==> src/regfile_defs.svh <==
`ifndef REGFILE_DEFS_SVH
`define REGFILE_DEFS_SVH

// ------------------------------------------------------------
// Bus widths
// ------------------------------------------------------------
`define REGFILE_ADDR_W      21
`define REGFILE_DATA_W      16

// Low address bits that pick one of the eight registers
`define REG_OFFSET_W        3

// ------------------------------------------------------------
// Field widths
// ------------------------------------------------------------
`define PHY_ADDR_W          5
`define MDIO_MEM_ADDR_W     15
`define MDIO_DATA_SEL_W     7
`define MDIO_PKT_DATA_W     9
`define PKT_LEN_W           2

// ------------------------------------------------------------
// Reset values
// ------------------------------------------------------------
// Legal address, mask and broadcast address
`define RST_PHY_ADDR        5'h1f

`define RST_IDLE_LENGTH     16'h7fff

// Broadcast mode, non-zero detect, open-drain, watchdog, sync select
`define RST_MODE_BITS       5'b10100

`define RST_96PATH_EN       1'b1

`endif

==> src/regfile_pkg.sv <==
`include "regfile_defs.svh"

package regfile_pkg;

    // One register word on the bus
    typedef logic [`REGFILE_DATA_W-1:0] reg_word_t;

    // Register offsets, taken from the low address bits
    typedef enum logic [`REG_OFFSET_W-1:0] {
        REG_PHY_ADDR      = 3'd0,
        REG_PHY_MODE      = 3'd1,
        REG_PKT_CTRL      = 3'd2,
        REG_PKT_IDLE      = 3'd3,
        REG_MDIO_MEM_ADDR = 3'd4,
        REG_MDIO_DATA_SEL = 3'd5,
        REG_MDIO_PKT_DATA = 3'd6,
        REG_MDIO_READ     = 3'd7
    } reg_addr_e;

    // One write strobe per offset
    // Listed from offset 7 down so bit n belongs to offset n
    typedef struct packed {
        logic mdio_read;
        logic mdio_pkt_data;
        logic mdio_data_sel;
        logic mdio_mem_addr;
        logic pkt_idle;
        logic pkt_ctrl;
        logic phy_mode;
        logic phy_addr;
    } reg_wr_stb_t;

endpackage

==> src/apb_reg_decoder.sv <==
`timescale 1ns/1ps
`include "regfile_defs.svh"

module apb_reg_decoder (
    input  logic                        psel,
    input  logic                        penable,
    input  logic                        pwrite,
    input  logic [`REGFILE_ADDR_W-1:0]  paddr,
    input  regfile_pkg::reg_word_t      pwdata,

    input  regfile_pkg::reg_word_t      phy_addr_rdata,
    input  regfile_pkg::reg_word_t      phy_mode_rdata,
    input  regfile_pkg::reg_word_t      pkt_ctrl_rdata,
    input  regfile_pkg::reg_word_t      pkt_idle_rdata,
    input  regfile_pkg::reg_word_t      mdio_mem_addr_rdata,
    input  regfile_pkg::reg_word_t      mdio_data_sel_rdata,
    input  regfile_pkg::reg_word_t      mdio_pkt_data_rdata,

    output logic                        pready,
    output regfile_pkg::reg_word_t      prdata,
    output regfile_pkg::reg_wr_stb_t    wr_stb,
    output regfile_pkg::reg_word_t      wdata
);

    import regfile_pkg::*;

    logic       access;
    logic       addr_hit;
    reg_addr_e  offset;

    assign access   = psel & penable;
    assign addr_hit = (paddr[`REGFILE_ADDR_W-1:`REG_OFFSET_W] == '0);
    assign offset   = reg_addr_e'(paddr[`REG_OFFSET_W-1:0]);

    // No wait states
    assign pready = access;
    assign wdata  = pwdata;

    // ------------------------------------------------------------
    // Write strobes
    // ------------------------------------------------------------
    always_comb begin
        wr_stb = '0;
        if (access && pwrite && addr_hit) begin
            case (offset)
                REG_PHY_ADDR:      wr_stb.phy_addr      = 1'b1;
                REG_PHY_MODE:      wr_stb.phy_mode      = 1'b1;
                REG_PKT_CTRL:      wr_stb.pkt_ctrl      = 1'b1;
                REG_PKT_IDLE:      wr_stb.pkt_idle      = 1'b1;
                REG_MDIO_MEM_ADDR: wr_stb.mdio_mem_addr = 1'b1;
                REG_MDIO_DATA_SEL: wr_stb.mdio_data_sel = 1'b1;
                REG_MDIO_PKT_DATA: wr_stb.mdio_pkt_data = 1'b1;
                REG_MDIO_READ:     wr_stb.mdio_read     = 1'b1;
            endcase
        end
    end

    // ------------------------------------------------------------
    // Read data mux
    // ------------------------------------------------------------
    always_comb begin
        prdata = '0;
        if (access && !pwrite && addr_hit) begin
            case (offset)
                REG_PHY_ADDR:      prdata = phy_addr_rdata;
                REG_PHY_MODE:      prdata = phy_mode_rdata;
                REG_PKT_CTRL:      prdata = pkt_ctrl_rdata;
                REG_PKT_IDLE:      prdata = pkt_idle_rdata;
                REG_MDIO_MEM_ADDR: prdata = mdio_mem_addr_rdata;
                REG_MDIO_DATA_SEL: prdata = mdio_data_sel_rdata;
                REG_MDIO_PKT_DATA: prdata = mdio_pkt_data_rdata;
                // Read pulse register is write-only
                default:           prdata = '0;
            endcase
        end
    end

endmodule

==> src/mdio_access_regs.sv <==
`timescale 1ns/1ps
`include "regfile_defs.svh"

module mdio_access_regs (
    input  logic                        clk,
    input  logic                        rst_n,
    input  regfile_pkg::reg_wr_stb_t    wr_stb,
    input  regfile_pkg::reg_word_t      wdata,

    // Device side
    input  logic [`MDIO_PKT_DATA_W-1:0] mdio_pkt_data,
    input  logic                        mdio_pkt_data_we,

    output logic [`MDIO_MEM_ADDR_W-1:0] mdio_memory_addr,
    output logic [`MDIO_DATA_SEL_W-1:0] mdio_data_sel,
    output logic                        mdio_read_pulse,

    output regfile_pkg::reg_word_t      mdio_mem_addr_rdata,
    output regfile_pkg::reg_word_t      mdio_data_sel_rdata,
    output regfile_pkg::reg_word_t      mdio_pkt_data_rdata
);

    import regfile_pkg::*;

    logic [`MDIO_PKT_DATA_W-1:0] pkt_data_q;

    // ------------------------------------------------------------
    // Offsets 0x4 and 0x5, memory address and data select
    // ------------------------------------------------------------
    always_ff @(posedge clk or negedge rst_n) begin
        if (!rst_n) begin
            mdio_memory_addr <= '0;
        end else if (wr_stb.mdio_mem_addr) begin
            mdio_memory_addr <= wdata[`MDIO_MEM_ADDR_W-1:0];
        end
    end

    always_ff @(posedge clk or negedge rst_n) begin
        if (!rst_n) begin
            mdio_data_sel <= '0;
        end else if (wr_stb.mdio_data_sel) begin
            mdio_data_sel <= wdata[`MDIO_DATA_SEL_W-1:0];
        end
    end

    // Captured from the device, bus writes to 0x6 have no effect
    always_ff @(posedge clk or negedge rst_n) begin
        if (!rst_n) begin
            pkt_data_q <= '0;
        end else if (mdio_pkt_data_we) begin
            pkt_data_q <= mdio_pkt_data;
        end
    end

    // Offset 0x7, one clock read request
    always_ff @(posedge clk or negedge rst_n) begin
        if (!rst_n) begin
            mdio_read_pulse <= 1'b0;
        end else begin
            mdio_read_pulse <= wr_stb.mdio_read & wdata[0];
        end
    end

    assign mdio_mem_addr_rdata =
        reg_word_t'({{(`REGFILE_DATA_W-`MDIO_MEM_ADDR_W){1'b0}}, mdio_memory_addr});

    assign mdio_data_sel_rdata =
        reg_word_t'({{(`REGFILE_DATA_W-`MDIO_DATA_SEL_W){1'b0}}, mdio_data_sel});

    assign mdio_pkt_data_rdata =
        reg_word_t'({{(`REGFILE_DATA_W-`MDIO_PKT_DATA_W){1'b0}}, pkt_data_q});

endmodule

==> src/phy_addr_regs.sv <==
`timescale 1ns/1ps
`include "regfile_defs.svh"

module phy_addr_regs (
    input  logic                        clk,
    input  logic                        rst_n,
    input  regfile_pkg::reg_wr_stb_t    wr_stb,
    input  regfile_pkg::reg_word_t      wdata,

    output logic [`PHY_ADDR_W-1:0]      legal_phy_addr,
    output logic [`PHY_ADDR_W-1:0]      legal_phy_addr_mask,
    output logic [`PHY_ADDR_W-1:0]      broadcast_addr,
    output logic                        broadcast_mode,
    output logic                        non_zero_detect,
    output logic                        opendrain_mode,
    output logic                        watchdog_enable,
    output logic                        sync_select,

    output regfile_pkg::reg_word_t      phy_addr_rdata,
    output regfile_pkg::reg_word_t      phy_mode_rdata
);

    import regfile_pkg::*;

    // ------------------------------------------------------------
    // Offset 0x0, address fields
    // ------------------------------------------------------------
    always_ff @(posedge clk or negedge rst_n) begin
        if (!rst_n) begin
            legal_phy_addr      <= `RST_PHY_ADDR;
            legal_phy_addr_mask <= `RST_PHY_ADDR;
            broadcast_addr      <= `RST_PHY_ADDR;
        end else if (wr_stb.phy_addr) begin
            legal_phy_addr      <= wdata[3*`PHY_ADDR_W-1:2*`PHY_ADDR_W];
            legal_phy_addr_mask <= wdata[2*`PHY_ADDR_W-1:`PHY_ADDR_W];
            broadcast_addr      <= wdata[`PHY_ADDR_W-1:0];
        end
    end

    // ------------------------------------------------------------
    // Offset 0x1, mode bits
    // ------------------------------------------------------------
    always_ff @(posedge clk or negedge rst_n) begin
        if (!rst_n) begin
            {broadcast_mode, non_zero_detect, opendrain_mode,
             watchdog_enable, sync_select} <= `RST_MODE_BITS;
        end else if (wr_stb.phy_mode) begin
            broadcast_mode  <= wdata[4];
            non_zero_detect <= wdata[3];
            opendrain_mode  <= wdata[2];
            watchdog_enable <= wdata[1];
            sync_select     <= wdata[0];
        end
    end

    // Bit 15 reserved
    assign phy_addr_rdata = reg_word_t'({1'b0,
                                         legal_phy_addr,
                                         legal_phy_addr_mask,
                                         broadcast_addr});

    assign phy_mode_rdata = reg_word_t'({11'h0,
                                         broadcast_mode,
                                         non_zero_detect,
                                         opendrain_mode,
                                         watchdog_enable,
                                         sync_select});

endmodule

==> src/pkt_ctrl_regs.sv <==
`timescale 1ns/1ps
`include "regfile_defs.svh"

module pkt_ctrl_regs (
    input  logic                        clk,
    input  logic                        rst_n,
    input  regfile_pkg::reg_wr_stb_t    wr_stb,
    input  regfile_pkg::reg_word_t      wdata,

    output logic                        self_test_mode,
    output logic [`PKT_LEN_W-1:0]       pkt_data_length,
    output logic                        capture_mode,
    output logic                        capture_start,
    output logic                        capture_again,
    output logic                        path96_en,
    output regfile_pkg::reg_word_t      pkt_idle_length,

    output regfile_pkg::reg_word_t      pkt_ctrl_rdata,
    output regfile_pkg::reg_word_t      pkt_idle_rdata
);

    import regfile_pkg::*;

    // ------------------------------------------------------------
    // Offset 0x2, packet control
    // ------------------------------------------------------------
    always_ff @(posedge clk or negedge rst_n) begin
        if (!rst_n) begin
            self_test_mode  <= 1'b0;
            pkt_data_length <= '0;
            capture_mode    <= 1'b0;
            path96_en       <= `RST_96PATH_EN;
        end else if (wr_stb.pkt_ctrl) begin
            self_test_mode  <= wdata[6];
            pkt_data_length <= wdata[5:4];
            capture_mode    <= wdata[3];
            path96_en       <= wdata[0];
        end
    end

    // Capture pulses, high one clock per write of 1
    always_ff @(posedge clk or negedge rst_n) begin
        if (!rst_n) begin
            capture_start <= 1'b0;
            capture_again <= 1'b0;
        end else begin
            capture_start <= wr_stb.pkt_ctrl & wdata[2];
            capture_again <= wr_stb.pkt_ctrl & wdata[1];
        end
    end

    // ------------------------------------------------------------
    // Offset 0x3, idle length
    // ------------------------------------------------------------
    always_ff @(posedge clk or negedge rst_n) begin
        if (!rst_n) begin
            pkt_idle_length <= `RST_IDLE_LENGTH;
        end else if (wr_stb.pkt_idle) begin
            pkt_idle_length <= wdata;
        end
    end

    // Pulse bits read back as zero
    assign pkt_ctrl_rdata = reg_word_t'({9'h0,
                                         self_test_mode,
                                         pkt_data_length,
                                         capture_mode,
                                         2'b00,
                                         path96_en});

    assign pkt_idle_rdata = pkt_idle_length;

endmodule

==> src/regfile_top.sv <==
`timescale 1ns/1ps
`include "regfile_defs.svh"

module regfile_top (
    input  logic                        clk,
    input  logic                        rst_n,

    // APB slave
    input  logic                        psel,
    input  logic                        penable,
    input  logic                        pwrite,
    input  logic [`REGFILE_ADDR_W-1:0]  paddr,
    input  logic [`REGFILE_DATA_W-1:0]  pwdata,
    output logic                        pready,
    output logic [`REGFILE_DATA_W-1:0]  prdata,

    // PHY addressing
    output logic [`PHY_ADDR_W-1:0]      legal_phy_addr,
    output logic [`PHY_ADDR_W-1:0]      legal_phy_addr_mask,
    output logic [`PHY_ADDR_W-1:0]      broadcast_addr,
    output logic                        broadcast_mode,
    output logic                        non_zero_detect,
    output logic                        opendrain_mode,
    output logic                        watchdog_enable,
    output logic                        sync_select,

    // Packet control
    output logic                        self_test_mode,
    output logic [`PKT_LEN_W-1:0]       pkt_data_length,
    output logic                        capture_mode,
    output logic                        capture_start,
    output logic                        capture_again,
    output logic                        path96_en,
    output logic [`REGFILE_DATA_W-1:0]  pkt_idle_length,

    // MDIO memory access
    output logic [`MDIO_MEM_ADDR_W-1:0] mdio_memory_addr,
    output logic [`MDIO_DATA_SEL_W-1:0] mdio_data_sel,
    output logic                        mdio_read_pulse,
    input  logic [`MDIO_PKT_DATA_W-1:0] mdio_pkt_data,
    input  logic                        mdio_pkt_data_we
);

    import regfile_pkg::*;

    reg_wr_stb_t wr_stb;
    reg_word_t   wdata;

    reg_word_t   phy_addr_rdata;
    reg_word_t   phy_mode_rdata;
    reg_word_t   pkt_ctrl_rdata;
    reg_word_t   pkt_idle_rdata;
    reg_word_t   mdio_mem_addr_rdata;
    reg_word_t   mdio_data_sel_rdata;
    reg_word_t   mdio_pkt_data_rdata;

    apb_reg_decoder u_decoder (
        .psel                (psel),
        .penable             (penable),
        .pwrite              (pwrite),
        .paddr               (paddr),
        .pwdata              (pwdata),
        .phy_addr_rdata      (phy_addr_rdata),
        .phy_mode_rdata      (phy_mode_rdata),
        .pkt_ctrl_rdata      (pkt_ctrl_rdata),
        .pkt_idle_rdata      (pkt_idle_rdata),
        .mdio_mem_addr_rdata (mdio_mem_addr_rdata),
        .mdio_data_sel_rdata (mdio_data_sel_rdata),
        .mdio_pkt_data_rdata (mdio_pkt_data_rdata),
        .pready              (pready),
        .prdata              (prdata),
        .wr_stb              (wr_stb),
        .wdata               (wdata)
    );

    phy_addr_regs u_phy_addr_regs (
        .clk                 (clk),
        .rst_n               (rst_n),
        .wr_stb              (wr_stb),
        .wdata               (wdata),
        .legal_phy_addr      (legal_phy_addr),
        .legal_phy_addr_mask (legal_phy_addr_mask),
        .broadcast_addr      (broadcast_addr),
        .broadcast_mode      (broadcast_mode),
        .non_zero_detect     (non_zero_detect),
        .opendrain_mode      (opendrain_mode),
        .watchdog_enable     (watchdog_enable),
        .sync_select         (sync_select),
        .phy_addr_rdata      (phy_addr_rdata),
        .phy_mode_rdata      (phy_mode_rdata)
    );

    pkt_ctrl_regs u_pkt_ctrl_regs (
        .clk                 (clk),
        .rst_n               (rst_n),
        .wr_stb              (wr_stb),
        .wdata               (wdata),
        .self_test_mode      (self_test_mode),
        .pkt_data_length     (pkt_data_length),
        .capture_mode        (capture_mode),
        .capture_start       (capture_start),
        .capture_again       (capture_again),
        .path96_en           (path96_en),
        .pkt_idle_length     (pkt_idle_length),
        .pkt_ctrl_rdata      (pkt_ctrl_rdata),
        .pkt_idle_rdata      (pkt_idle_rdata)
    );

    mdio_access_regs u_mdio_access_regs (
        .clk                 (clk),
        .rst_n               (rst_n),
        .wr_stb              (wr_stb),
        .wdata               (wdata),
        .mdio_pkt_data       (mdio_pkt_data),
        .mdio_pkt_data_we    (mdio_pkt_data_we),
        .mdio_memory_addr    (mdio_memory_addr),
        .mdio_data_sel       (mdio_data_sel),
        .mdio_read_pulse     (mdio_read_pulse),
        .mdio_mem_addr_rdata (mdio_mem_addr_rdata),
        .mdio_data_sel_rdata (mdio_data_sel_rdata),
        .mdio_pkt_data_rdata (mdio_pkt_data_rdata)
    );

endmodule

==> config.mk <==
export PLATFORM = sky130hd
export DESIGN_NAME = regfile_top
export DESIGN_NICKNAME = d
export VERILOG_FILES = /design/src/regfile_pkg.sv /design/src/apb_reg_decoder.sv /design/src/mdio_access_regs.sv /design/src/phy_addr_regs.sv /design/src/pkt_ctrl_regs.sv /design/src/regfile_top.sv
export VERILOG_INCLUDE_DIRS = /design/src
export SDC_FILE = /design/constraint.sdc
export NUM_CORES = 1
export LEC_CHECK = 0
export ABC_CLOCK_PERIOD_IN_PS = 2700
export BUFFER_PORTS_ARGS = -buffer_cell sky130_fd_sc_hd__clkbuf_2
export CAP_MARGIN = 20
export CORE_MARGIN = 3
export CORE_UTILIZATION = 53
export CTS_CLUSTER_SIZE = 30
export DETAILED_ROUTE_END_ITERATION = 12
export GPL_ROUTABILITY_DRIVEN = 0
export PLACE_DENSITY = 0.85
export SYNTH_ARGS = -nofsm -noshare
export SYNTH_HDL_FRONTEND = slang
export SYNTH_SLANG_ARGS = --single-unit
==> constraint.sdc <==
create_clock -name clk -period 2.7 [get_ports clk]
set_clock_uncertainty 0.2 [all_clocks]
set_input_delay 0.27 -clock clk [delete_from_list [all_inputs] [get_ports clk]]
set_output_delay 0.27 -clock clk [all_outputs]
set_load 0.01 [all_outputs]
# After elaboration in Yosys (flattened, before gate mapping)
# Index checks and enable logic that the tools add are counted.
# totals
output_inout_bits,83
elab_cells,48
inputBits,52
reg_bits,75
# classes
muxes,11
eq_ne,7
bitwise,4
n_reduce_logical,7
# op_table
op,count
16-bit one-hot mux with 7 select lines,1
18-bit logical NOT,1
16-bit two-way mux,1
"3-bit == test, second input constant",4
1-bit two-way mux,8
8-bit two-way mux,1
"3-bit by 2-bit == test with 1-bit output, second input constant",2
1-bit bitwise AND,4
1-bit logical AND,4
"3-bit by 1-bit == test with 1-bit output, second input constant",1
3-bit logical NOT,1
1-bit logical NOT,1

# Logic depth before layout (Yosys ltp)
# logic_depth
depth_word,5
depth_mapped,7
depth_no_buf,4

# By module
# A second synthesis with hierarchy kept.
# hier_totals
cells_unflattened,427
hier_area_um2,4988.5
# modules_own_cells
mod,area_each_um2,cells_per_inst,instances,seq_area_each_um2
mdio_access_regs,1531.5,108,1,800.8
apb_reg_decoder,1234.9,162,1,0.0
pkt_ctrl_regs,1162.4,82,1,595.6
phy_addr_regs,1059.8,75,1,521.8

# Least setup slack after synthesis
# Ideal clock, no wire load.
# synth_timing
path_kind,input-to-reg
from,input paddr[10]
to,register u_mdio_access_regs.mdio_memory_addr[0]
required_ns,2.375
path_stages,5
t_arrival_ns,1.817
setup_ns,0.125
path_slack_ns,0.558
path_buffers,1
path_cell_list,nor4_1 -> nand4_1 -> nor3_2 -> buf_4 -> mux2_2
# synth_via
elab_chain_cells,3
# synth_lines
item,line_no,source
from (decl),regfile_top.sv:12,"input logic [`REGFILE_ADDR_W-1:0] paddr,"
18-bit logical NOT,apb_reg_decoder.sv:32,assign addr_hit = (paddr[`REGFILE_ADDR_W-1:`REG_OFFSET_W] == '0);
1-bit logical AND,apb_reg_decoder.sv:44,if (access && pwrite && addr_hit) begin
8-bit two-way mux,apb_reg_decoder.sv:44,
to (signal assigned),mdio_access_regs.sv:34,mdio_memory_addr <= wdata[`MDIO_MEM_ADDR_W-1:0];
to (decl),mdio_access_regs.sv:14,"output logic [`MDIO_MEM_ADDR_W-1:0] mdio_memory_addr,"
# Every way passes these cells.
# A chain may end at the register's enable or synchronous reset.

# Final worst setup path
# layout_timing
from,input paddr[10]
to,output prdata[5]
# layout_via
elab_chain_cells,3
# layout_lines
item,line_no,source
18-bit logical NOT,apb_reg_decoder.sv:32,
1-bit logical AND,apb_reg_decoder.sv:63,if (access && !pwrite && addr_hit) begin
16-bit two-way mux,apb_reg_decoder.sv:63,
to (decl),regfile_top.sv:15,"output logic [`REGFILE_DATA_W-1:0] prdata,"
# Every way passes these cells.

==> key figures <==
Placement
  • Pre-CTS setup slack: between 0.3 and 0.4 ns
  • Port buffer count: 134
  • DP HPWL: ~7.3 mm
  • Cell total after placement: 493

Route
  • DR DRC count: 0
  • Routed Antenna Nets: 0
  • Vias: 3025
  • DR iter-0 viols: 281
  • DRT Pass-1 Iters: 4
  • WL/cell: 19.7 um
  • Vias per cell: 5.73
  • Final WL: 10.4 mm

Synthesis
  • Average cell area after synthesis: 13.1 um^2
  • Post-synth EDFFs: 0
  • Largest area contributor in the netlist: dfrtp_1
  • Top cells by area, synth: dfrtp_1 29%, dfstp_2 24%, mux2_2 18%
  • Top-area cell type share of the netlist area: 28.7%
  • Sequential fraction of the synthesis area: 52.4%
  • Async set-reset flop share out of synthesis: 100%
  • Ys Warns: 0
  • Top FF cell, synth: dfrtp_1
  • Register bit total from synthesis: 75
  • Netlist cell types: 42
  • Syn_nets: 331
  • Synth Instances: about 280
  • Post-Synthesis Cell Area: 0.00366 mm^2

Layout
  • Nets@finish: 498
  • Ant diodes: 0
  • Most common cell after layout, fill and taps aside: clkbuf_2
  • # fillers: 429
  • Non-Filler Instances: 528
  • Share of layout cells above drive strength 1: 60.3%
  • Area Growth Syn to Fin: 34.9%
  • Leading cell types in the layout, fill and taps excluded: 133 x clkbuf_2, 58 x mux2_2, 42 x dfrtp_1

Worst setup path
  • Crit path capture type: primary output
  • Setup CP Type: input port to primary output
  • Worst EP arrival: 1.92 ns
  • Worst setup SP type: input port
  • Critical path fanouts, max: 5
  • CP Data Required Time: 2.23 ns

Timing
  • Hold Fails Final Rpt: 0
  • Final Slew Violations: 0
  • Final worst slack: 0.308 ns
  • Post-route setup TNS: 0 ns
  • Fmax: 418 MHz
  • Final setup violation count: 0
  • Max-slew headroom: a little under two fifths
  • Slew @ Worst Pin: 0.939 ns
  • Period utilisation layout: 88.6%
  • Min Tclk post-route: 2.39 ns
  • RSZ-0062 raised after global routing: false

Die
  • Die height: 89.1 um
  • Die width: just under 90 um
  • Die ar.: 0.00793 mm^2
  • # rows: 29
  • Core Area: between 0.006 and 0.007 mm^2
  • Initial Util: between 50% and 60%
  • Num ports: 135

Clock tree
  • CTS tree: done
  • CTS Buffer Depth: 2
  • Cts bufs inserted: 9
  • Post-CTS sizing: 0
  • Clock latency on the worst-skew pair: around 0.34 ns
  • CTS sink cnt: 75
  • Root Driver: clkbuf_8
  • H-tree Lvls: 3
  • Reg clk slew, reported paths: 0.07 ns
  • Post-CTS Setup Bufs: 0

Power
  • Power per cell area: between 400 and 500 mW/mm^2
  • Leak: 2.45 nW
  • Max VDD drop: 399 uV

Global route
  • Largest net degree at the start of global routing: 76
  • First-pass GRT wire length: between 15 and 20 mm
  • Antenna violations before repair: 0
  • Number of global-route vias before repair: slightly above 3000
  • Remaining Overflow, GRT: 0
  • Total track usage: 27.3%

Worst hold path
  • Min-delay worst type: input port to flip-flop

Run
  • Max-cap violations: 0

Status
  • Status: completed
## through the flow
step / hold WS (ns) / area [um^2] / power, mW / util [%]
finish: 0.0248 / 4930 / 2.41 / 75.6
global route: 0.0122 / 4930 / 2.50 / 75.6
CTS: 0.00631 / 4930 / 2.42 / 75.6
detailed placement: 0.261 / 4490 / 1.33 / 68.8
global placement: 0.252 / 4490 / 1.32 / 68.8
floorplan: -0.226 / 3660 / 1.24 / -
## critical path: stages
cell	delay (ns)
clkbuf_2	0.08
nor4_1	0.46
nor2b_1	0.25
nand3b_1	0.26
buf_4	0.25
a21oi_1	0.18
clkbuf_2	0.17
## Yosys cell counts (2+ instances only)
| library cell | n |
|---|---|
| nor4_4 | 3 |
| dfrtp_1 | 42 |
| buf_4 | 3 |
| buf_1 | 2 |
| inv_1 | 3 |
| mux2i_1 | 5 |
| a2bb2oi_1 | 4 |
| nor3_2 | 2 |
| o21ai_0 | 3 |
| nor2b_1 | 3 |
| dfstp_2 | 33 |
| nand3_1 | 4 |
| and2_0 | 2 |
| a22oi_1 | 8 |
| a21oi_1 | 7 |
| buf_2 | 2 |
| and2_1 | 4 |
| nor2_1 | 15 |
| nor3_1 | 3 |
| nand2_1 | 14 |
| clkbuf_1 | 8 |
| mux2_2 | 58 |
| and3_1 | 2 |
| nor4_2 | 4 |
| mux2_1 | 24 |
| a22o_1 | 5 |
## power breakdown
part / switching, mW / internal, mW
registers: 0.00764 / 1.14
logic: 0.102 / 0.0857
clock network: 0.414 / 0.665
total: 0.524 / 1.89
## routing by layer
| metal | routed length (um) | vias to the layer above | GRT usage, % |
|---|---|---|---|
| met5 | 0 | - | 0 |
| met4 | 210 | 0 | 11.0 |
| met3 | 698 | 17 | 4.98 |
| met2 | 5170 | 157 | 44.5 |
| met1 | 4310 | 1486 | 36.4 |
| li1 | - | 1365 | - |
## cell type report
cell class	count	area, um^2	share of cell area, %
multi-input cells	185	1650	33.5
flip-flops and latches	75	1920	38.9
clock inverters	4	97.6	1.98
inverters	4	15.0	0.304
clock buffers	12	155	3.14
repair buffers	171	998	20.2
well taps	77	96.3	1.95
## state kept, by name (all words and copies together), names as in the netlist
name,flops
u_mdio_access_regs.mdio_data_sel,7
u_phy_addr_regs.non_zero_detect,1
u_pkt_ctrl_regs.self_test_mode,1
u_phy_addr_regs.legal_phy_addr_mask,5
u_pkt_ctrl_regs.pkt_idle_length,16
u_mdio_access_regs.pkt_data_q,9
u_phy_addr_regs.legal_phy_addr,5
u_mdio_access_regs.mdio_memory_addr,15
u_phy_addr_regs.broadcast_mode,1
u_phy_addr_regs.watchdog_enable,1
u_phy_addr_regs.sync_select,1
u_mdio_access_regs.mdio_read_pulse,1
u_pkt_ctrl_regs.capture_mode,1
u_phy_addr_regs.broadcast_addr,5
u_phy_addr_regs.opendrain_mode,1
u_pkt_ctrl_regs.path96_en,1
u_pkt_ctrl_regs.capture_start,1
u_pkt_ctrl_regs.pkt_data_length,2
u_pkt_ctrl_regs.capture_again,1
## final timing paths
kind	from	end	slack (ns)	depth (start not counted)
max reg2reg	u_phy_addr_regs.sync_select	u_phy_addr_regs.sync_select	1.70	1
max	paddr[10]	prdata[5]	0.31	7
min reg2reg	u_mdio_access_regs.pkt_data_q[7]	u_mdio_access_regs.pkt_data_q[7]	0.31	1
min	pwdata[1]	u_pkt_ctrl_regs.capture_again	0.02	2
max in group asynchronous	rst_n	u_mdio_access_regs.mdio_read_pulse	1.28	2
min in group asynchronous	rst_n	u_mdio_access_regs.pkt_data_q[0]	0.37	2
## repair_timing
item                                    in CTS  in global routing
hold buffers                                19                  0
endpoints found under the hold margin       76                  0
endpoints found under the setup margin       0                  0
## kinds of logic after synthesis
| group | synth area share [%] |
|---|---|
| AND/OR/NAND/NOR | 10.9 |
| AO/OA/AOI/OAI | 7.12 |
| buffers and inverters | 2.33 |
| flip-flops | 52.4 |
| multiplexers | 27.2 |
Note: power is estimated with default switching activity, not from simulation.
